[src/common/rename_pkg.sv]
package rename_pkg;

    // architectural register file
    localparam int ARF_DEPTH = 32;
    localparam int ARF_ID_W  = $clog2(ARF_DEPTH);
    localparam int DATA_W    = 32;   // register data, also pc width

    // reorder buffer
    localparam int ROB_DEPTH = 64;
    localparam int ROB_ID_W  = $clog2(ROB_DEPTH);
    localparam int CNT_W     = ROB_ID_W + 1;   // occupancy reaches ROB_DEPTH

    // keep headroom for one more two-wide bundle in flight
    localparam int ROB_LIMIT = 60;

    // bundle shape
    localparam int N_SRC = 4;   // two sources per slot
    localparam int N_DST = 2;   // one destination per slot
    localparam int OP_W  = 8;   // opaque operation field

    // rename table entry
    // check bit tells a fresh speculative mapping apart from the
    // committed one even when the rob id has wrapped around
    typedef struct packed {
        logic                check;
        logic [ROB_ID_W-1:0] rob_id;
    } rat_entry_t;

endpackage

[src/rename/rename_out.sv]
module rename_out import rename_pkg::*; (
    input  logic                               clk,
    input  logic                               rst_i,
    input  logic                               c_flush_i,
    input  logic                               p_ready_i,
    input  logic [N_DST-1:0]                   d_slot_valid_i,
    input  logic [DATA_W-1:0]                  d_pc_i,
    input  logic [OP_W-1:0]                    d_op_i,
    input  logic [N_DST-1:0][ARF_ID_W-1:0]     d_dst_id_i,
    input  logic [N_DST-1:0]                   d_w_reg_i,
    input  logic [N_SRC-1:0]                   d_reg_need_i,
    input  logic [N_DST-1:0][ROB_ID_W-1:0]     rob_id_i,
    input  rat_entry_t [N_SRC-1:0]             src_map_i,
    input  rat_entry_t [N_SRC-1:0]             commit_src_map_i,
    input  logic [N_DST-1:0]                   new_check_i,
    input  logic [N_SRC-1:0][DATA_W-1:0]       src_data_i,
    output logic                               p_valid_o,
    output logic [N_DST-1:0]                   p_slot_valid_o,
    output logic [DATA_W-1:0]                  p_pc_o,
    output logic [OP_W-1:0]                    p_op_o,
    output logic [N_DST-1:0][ARF_ID_W-1:0]     p_dst_id_o,
    output logic [N_DST-1:0][ROB_ID_W-1:0]     p_dst_rob_o,
    output logic [N_SRC-1:0][ROB_ID_W-1:0]     p_src_rob_o,
    output logic [N_SRC-1:0][DATA_W-1:0]       p_src_data_o,
    output logic [N_SRC-1:0]                   p_data_valid_o,
    output logic [N_DST-1:0]                   p_check_o,
    output logic [N_DST-1:0]                   p_w_reg_o
);

    logic [N_SRC-1:0]                src_ready;
    logic [N_SRC-1:0][ROB_ID_W-1:0]  src_rob;

    // always presenting, slot valid bits tell what is real
    assign p_valid_o = 1'b1;

    // operand is in the arf once no younger writer is in flight
    always_comb begin
        for (int i = 0; i < N_SRC; i++) begin
            src_ready[i] = ~d_reg_need_i[i] | (src_map_i[i] == commit_src_map_i[i]);
            src_rob[i]   = src_map_i[i].rob_id;
        end
    end

    always_ff @(posedge clk) begin
        if (rst_i || c_flush_i) begin
            p_slot_valid_o <= '0;
            p_pc_o         <= '0;
            p_op_o         <= '0;
            p_dst_id_o     <= '0;
            p_dst_rob_o    <= '0;
            p_src_rob_o    <= '0;
            p_src_data_o   <= '0;
            p_data_valid_o <= '0;
            p_check_o      <= '0;
            p_w_reg_o      <= '0;
        end else if (p_ready_i) begin   // hold under back-pressure
            p_slot_valid_o <= d_slot_valid_i;
            p_pc_o         <= d_pc_i;
            p_op_o         <= d_op_i;
            p_dst_id_o     <= d_dst_id_i;
            p_dst_rob_o    <= rob_id_i;
            p_src_rob_o    <= src_rob;
            p_src_data_o   <= src_data_i;
            p_data_valid_o <= src_ready;
            p_check_o      <= new_check_i;
            p_w_reg_o      <= d_w_reg_i;
        end
    end

endmodule

[config.mk]
export PLATFORM = sky130hd
export DESIGN_NAME = rename_out
export DESIGN_NICKNAME = d
export VERILOG_FILES = /design/src/common/rename_pkg.sv /design/src/rename/rename_out.sv
export SDC_FILE = /design/constraint.sdc
export NUM_CORES = 1
export LEC_CHECK = 0
export BUFFER_PORTS_ARGS = -buffer_cell sky130_fd_sc_hd__buf_2
export CAP_MARGIN = 40
export CORE_AREA = 5 5 186 188
export CTS_CLUSTER_SIZE = 10
export DETAILED_ROUTE_END_ITERATION = 6
export DIE_AREA = 0 0 191 193
export HOLD_SLACK_MARGIN = 0.12
export PLACE_DENSITY = 0.61
export SETUP_SLACK_MARGIN = 0.02
export SLEW_MARGIN = 10
export SYNTH_ARGS = -nofsm -noshare
export SYNTH_HDL_FRONTEND = slang
export SYNTH_SLANG_ARGS = --single-unit
export TNS_END_PERCENT = 100
[constraint.sdc]
create_clock -name clk -period 1.8 [get_ports clk]
set_input_delay 0.36 -clock clk [delete_from_list [all_inputs] [get_ports clk]]
set_output_delay 0.36 -clock clk [all_outputs]
set_load 0.02 [all_outputs]
==> flow_summary.json, run 1 <==
{
  "mostFrequentLayoutCells": "buf_2 (482), dfxtp_1 (224), mux2i_1 (220), dlygate4sd3_1 (220), nor2_1 (211)",
  "coreArea_um2": 32900,
  "avgSynthCellArea_um2": 10.9,
  "tightestPinTransition_ns": 0.509,
  "antenna_left": 0,
  "period_needed_ns": 1.61,
  "ys_warn_count": 0,
  "hpwl_mm": 21.9,
  "final_hold_viol_count": 0,
  "arrival_ns": 2.04,
  "ios": 485,
  "stdcell_count": 1935,
  "wirelength_mm": 31.0,
  "status": "completed",
  "grt_first_pass_wirelength_mm": 46.7,
  "drc_errors": 0,
  "clockBufferDepth": 3,
  "hold_path_class": "input port to register",
  "max_cap_violations": 0,
  "final_nets": 1744,
  "die_y_um": 193,
  "rsz0062_at_grt": "false",
  "wl_per_cell_um": 16.0,
  "syn_area_um2": 8390,
  "syn2layout_area_growth_pct": 69.8,
  "setup_viol": 0,
  "start_util_pct": 25.5,
  "relSlewSlack_pct": 66.0,
  "die_x_um": 191,
  "ys_seq_elements": 224,
  "final.setup.tns_ns": 0,
  "final_layout_size_suffix_gt1_share_pct": 37.5,
  "core.rowCount": 67,
  "ir_drop_mv": 0.680,
  "dr.first_iter.drc_count": 235,
  "gp_congestion": 0.788,
  "synth_cell_types": 15,
  "htree_levels": 1,
  "insertion_delay_ns": 0.51,
  "dp_cells": 1684,
  "via_per_inst": 4.25,
  "startpoint_type": "input port",
  "grt_pass1_vias": 8784,
  "io_buffers": 483,
  "firstDrtPassIters": 4,
  "skew_ns": 0,
  "p_leak_nw": 7.20,
  "dpl_cell_area_um2": 11300,
  "root_buffer": "clkbuf_16",
  "grt_overflow": 0,
  "ys_seq_area_share_pct": 53.4,
  "clock-sinks": 224,
  "vias": 8220,
  "utilization_pct": 43.3,
  "design.die.area_um2": 36900,
  "cts_tree": "built",
  "grt_usage_pct": 15.5,
  "worstPathMaxFanout": 2,
  "endpoint_kind": "register",
  "worstPathRequired_ns": 2.23,
  "period_share_pct": 89.4,
  "cts_resized": 0,
  "slew_viol_final": 0,
  "fmax_mhz": 621,
  "syn_inst": 771,
  "path_class": "input port to register",
  "num-fill-cells": 3034,
  "grt_max_degree": 59,
  "antenna_found_initial": 1,
  "clkTransAtPathRegs_ns": 0.05,
  "p_per_area_nw_per_um2": 818,
  "final_common_cell": "buf_2",
  "design_area_um2": 14300,
  "numCtsBuffers": 26,
  "syn-num-nets": 1031
}
state kept, by name, indices dropped and copies added, names as in the netlist:
register        flops
p_dst_id_o         10
p_check_o           2
p_data_valid_o      4
p_dst_rob_o        12
p_pc_o             32
p_slot_valid_o      2
p_src_rob_o        24
p_w_reg_o           2
p_src_data_o      128
p_op_o              8
power by group:
| group | internal (mW) | total [mW] | leakage (nW) | switching, mW |
|---|---|---|---|---|
| clock network | 2.66 | 4.56 | 0.345 | 1.90 |
| registers | 5.13 | 5.21 | 1.83 | 0.0857 |
| logic | 1.00 | 1.89 | 5.03 | 0.889 |
| total | 8.79 | 11.7 | 7.20 | 2.87 |
kinds of logic after synthesis:
family,synth area share (%)
compound gates,1.07
xor+xnor,2.92
buf+inv,5.37
flops,53.4
mux,26.2
other cells,0.0447
simple gates,10.9
critical path, cell delays in order:
cell and delay, ns:
dlygate4sd3_1 0.55, buf_2 0.14, xnor2_1 0.15, nand2_1 0.06, dlygate4sd3_1 0.57, o31ai_1 0.21
cell usage after synthesis (all sizes together):
| cell type | n | area share, % |
|---|---|---|
| clkbuf | 2 | 0.089 |
| mux2i | 220 | 26 |
| nand4 | 4 | 0.30 |
| nor2 | 221 | 10 |
| or2 | 1 | 0.075 |
| buf | 50 | 5.3 |
| xnor2 | 28 | 2.9 |
| o31ai | 4 | 0.36 |
| dfxtp | 224 | 53 |
| nand2 | 8 | 0.36 |
| o211ai | 8 | 0.72 |
| conb | 1 | 0.045 |
final timing paths:
kind | slack, ns | startpoint | endpoint | cells past startpoint
min | 0.15 | src_map_i[5] | p_src_rob_o[5]$_SDFFE_PP0P_ | 3
max | 0.19 | src_map_i[8] | p_data_valid_o[1]$_SDFFE_PP0P_ | 6
min reg2reg | 0.49 | p_src_data_o[101]$_SDFFE_PP0P_ | p_src_data_o[101]$_SDFFE_PP0P_ | 2
max reg2reg | 1.05 | p_data_valid_o[0]$_SDFFE_PP0P_ | p_data_valid_o[0]$_SDFFE_PP0P_ | 2
timing repair:
| action | in CTS | in global routing |
|---|---|---|
| setup buffers | 0 | 0 |
| endpoints found under the setup margin | 0 | 0 |
| hold buffers | 220 | 0 |
| hold endpoints to repair | 218 | 0 |
metal layers:
layer  wire length, µm  vias to the layer above  global-route usage, %
li1                  -                     3977                      -
met1             11300                     3775                   16.3
met2             15400                      395                   28.9
met3              2870                       73                   4.68
met4              1330                        0                   6.60
met5                 0                        -                      0
cell type report:
type	instances	area (µm²)	area share, %
timing repair buffer	737	5050	35.4
clock buffer	29	693	4.86
sequential	224	4480	31.5
antenna	1	2.50	0.0176
multi-input combinational	495	3460	24.3
clock inverter	1	5.00	0.0351
tap	448	561	3.93
stage by stage:
stage          power [mW]  hold WS (ns)  setup slack (ns)
6_report             11.7         0.153             0.190
4_1_cts              11.8         0.121             0.210
5_1_grt              12.2         0.144             0.182
3_5_place_dp         6.81         0.476             0.362
2_1_floorplan        6.17         0.507             0.628
3_3_place_gp         6.79         0.465             0.410
(Power assumes the default switching activity.)
==> run 2: changes to the inputs <==
Settings changed: BUFFER_PORTS_ARGS -buffer_cell sky130_fd_sc_hd__buf_2 to unset, CELL_PAD_IN_SITES_DETAIL_PLACEMENT set to 0, CELL_PAD_IN_SITES_GLOBAL_PLACEMENT set to 2, CORE_AREA 5 5 186 188 to 5 5 184 186, CTS_CLUSTER_DIAMETER set to 100, DIE_AREA 0 0 191 193 to 0 0 189 191, DONT_BUFFER_PORTS set to 1, PLACE_DENSITY 0.61 to 0.7.
==> flow_summary.json, run 2 <==
{
  "clockBufferDepth": 3,
  "clock-sinks": 224,
  "synth_top_area_share_pct": 53.4,
  "synth_top_flop_cell": "dfxtp_1",
  "syn_inst": 771,
  "avgSynthCellArea_um2": 10.9,
  "synth_cell_types": 15,
  "htree_levels": 1,
  "ys_seq_elements": 224,
  "gp_congestion": 0.755,
  "ys_warn_count": 0,
  "numCtsBuffers": 26,
  "yosysMostFrequentCell": "dfxtp_1",
  "post-cts-setup-buffers": 0,
  "cts_hold_buf": 233,
  "hpwl_mm": 17.7,
  "async_reset_ff_share_pct": 0,
  "start_util_pct": 26.1,
  "error_line": "[ERROR RSZ-0060] Max buffer count reached.",
  "synth_largest_area_cell": "dfxtp_1",
  "io_buffers": 0,
  "die_x_um": 189,
  "syn-num-nets": 1031,
  "ios": 485,
  "synthTopCellsByArea": "dfxtp_1 (53%), mux2i_1 (26%), nor2_1 (9.4%)",
  "stop_stage": "4_1_cts",
  "core.rowCount": 66,
  "synth_edf_count": 0,
  "die_y_um": 191,
  "cts_resized": 0,
  "syn_area_um2": 8390,
  "netlist_top_cells_count": "dfxtp_1 (224), mux2i_1 (220), nor2_1 (211), xnor2_1 (28)",
  "ys_seq_area_share_pct": 53.4,
  "status": "did not finish",
  "root_buffer": "clkbuf_16"
}
## run 2: kinds of logic after synthesis
group                  after synthesis  synth area share, %
AO/OA/AOI/OAI                       12                 1.07
XOR/XNOR                            28                 2.92
buffers and inverters               52                 5.37
flip-flops                         224                 53.4
multiplexers                       220                 26.2
other                                1               0.0447
AND/OR/NAND/NOR                    234                 10.9
## run 2: through the flow
step | util, % | hold WS, ns | cells | worst slack (ns) | instance area, µm²
2_1_floorplan | - | 0.507 | 771 | 0.628 | 8390
3_3_place_gp | 26.6 | 0.509 | 1134 | 0.605 | 8540
3_5_place_dp | 26.6 | 0.516 | 1134 | 0.574 | 8540
==> run 3: changes to the inputs <==
Settings changed: CELL_PAD_IN_SITES_DETAIL_PLACEMENT 0 to unset, CELL_PAD_IN_SITES_GLOBAL_PLACEMENT 2 to unset, CORE_AREA 5 5 184 186 to 5 5 185 187, CTS_CLUSTER_DIAMETER 100 to unset, CTS_CLUSTER_SIZE 10 to unset, DIE_AREA 0 0 189 191 to 0 0 190 192, HOLD_SLACK_MARGIN 0.12 to unset, PLACE_DENSITY 0.7 to unset, PLACE_DENSITY_LB_ADDON set to 0.15, SETUP_SLACK_MARGIN 0.02 to unset.
==> flow_summary.json, run 3 (same netlist as run 1, synthesis figures left out) <==
{
  "relSlewSlack_pct": 10.4,
  "insertion_delay_ns": 0.51,
  "clock-sinks": 224,
  "worst_hold_slack_ns": 0.0402,
  "ff2ff_path_depth": 3,
  "arrival_ns": 1.04,
  "timing.rr.end": "p_pc_o[20]$_SDFFE_PP0P_",
  "htree_levels": 1,
  "final_layout_size_suffix_gt1_share_pct": 5.92,
  "regToRegStartpoint": "p_pc_o[20]$_SDFFE_PP0P_",
  "skew_ns": 0,
  "num-fill-cells": 3161,
  "hpwl_mm": 17.9,
  "grt_first_pass_wirelength_mm": 38.1,
  "ios": 485,
  "reg2reg_slack_ns": 0.47,
  "layout_setup_ws_ns": 0.395,
  "die_x_um": 190,
  "numCtsBuffers": 24,
  "startpoint_type": "register",
  "final_nets": 1240,
  "clockBufferDepth": 3,
  "period_share_pct": 78.0,
  "worstPathMaxFanout": 3,
  "via_per_inst": 4.28,
  "setup_viol": 0,
  "worstPathRequired_ns": 1.44,
  "rsz0062_at_grt": "false",
  "mostFrequentLayoutCells": "dlygate4sd3_1 (224), dfxtp_1 (224), mux2i_1 (220), nor2_1 (211), xnor2_1 (28)",
  "regMostFlops": "p_src_data_o",
  "worstHoldEndpoint": "p_pc_o[21]$_SDFFE_PP0P_",
  "cts_tree": "built",
  "grt_overflow": 0,
  "power_mw": 11.3,
  "p_per_area_nw_per_um2": 973,
  "post-cts-setup-buffers": 0,
  "antenna_found_initial": 0,
  "antenna_left": 0,
  "grt_usage_pct": 13.0,
  "top_regs": "p_src_data_o: 128 flops, p_pc_o: 32 flops, p_src_rob_o: 24 flops",
  "syn2layout_area_growth_pct": 38.9,
  "final_hold_viol_count": 0,
  "design_area_um2": 11700,
  "path_class": "register to output pin",
  "ir_drop_mv": 0.559,
  "drc_errors": 0,
  "coreArea_um2": 32300,
  "hold_path_class": "input port to register",
  "dp_slack_ns": 0.515,
  "design.die.area_um2": 36500,
  "root_buffer": "clkbuf_16",
  "tightestPinTransition_ns": 1.34,
  "max_cap_violations": 0,
  "fmax_mhz": 712,
  "wl_per_cell_um": 18.1,
  "firstDrtPassIters": 4,
  "utilization_pct": 36.1,
  "core.rowCount": 66,
  "gp_congestion": 0.785,
  "dp_cells": 1172,
  "grt_pass1_vias": 6607,
  "p_leak_nw": 4.88,
  "endpoint_kind": "output pin",
  "stdcell_count": 1438,
  "io_buffers": 0,
  "grt_max_degree": 233,
  "dpl_cell_area_um2": 8630,
  "dr.first_iter.drc_count": 203,
  "num_antenna_cells": 0,
  "status": "completed",
  "slew_viol_final": 0,
  "clkTransAtPathRegs_ns": 0.06,
  "wirelength_mm": 26.0,
  "largest_reg_flops": 128,
  "worstHoldStart": "p_ready_i",
  "die_y_um": 192,
  "worstHoldPathCells": 2,
  "vias": 6158,
  "start_util_pct": 26.0,
  "final.setup.tns_ns": 0,
  "period_needed_ns": 1.40
}
-- run 3: timing repair --
action / in CTS / in global routing
hold buffers: 223 / 1
gates resized for setup: 0 / 0
hold endpoints to repair: 220 / 1
-- run 3: final cells by class --
class | count | area [µm²] | share of cell area [%]
clock buffer | 36 | 727 | 6.24
clock inverter | 6 | 57.6 | 0.494
multi-input combinational | 495 | 3460 | 29.7
sequential | 224 | 4480 | 38.5
tap | 442 | 553 | 4.74
timing repair buffer | 235 | 2370 | 20.4
-- run 3: power by group --
part           switching [mW]  leakage [nW]  internal (mW)
clock network            1.95         0.387           2.92
logic                   0.338          2.67          0.668
registers               0.341          1.83           5.13
-- run 3: worst max path at each step --
stage                                               from                        endpoint  cells past startpoint
after floorplan                                p_ready_i    p_src_data_o[0]$_SDFFE_PP0P_                      5
after global routing      p_data_valid_o[0]$_SDFFE_PP0P_               p_data_valid_o[0]                      0
after global placement                         c_flush_i   p_src_data_o[35]$_SDFFE_PP0P_                      4
after detailed placement                       c_flush_i  p_data_valid_o[2]$_SDFFE_PP0P_                      3
after CTS                  p_src_data_o[84]$_SDFFE_PP0P_                p_src_data_o[84]                      0
final                     p_data_valid_o[1]$_SDFFE_PP0P_               p_data_valid_o[1]                      0
-- run 3: metal layers --
metal	track usage [%]	share of wire, %
met5	0	0
met4	4.59	3.1
met3	4.96	11
met2	23.9	50
met1	13.3	35
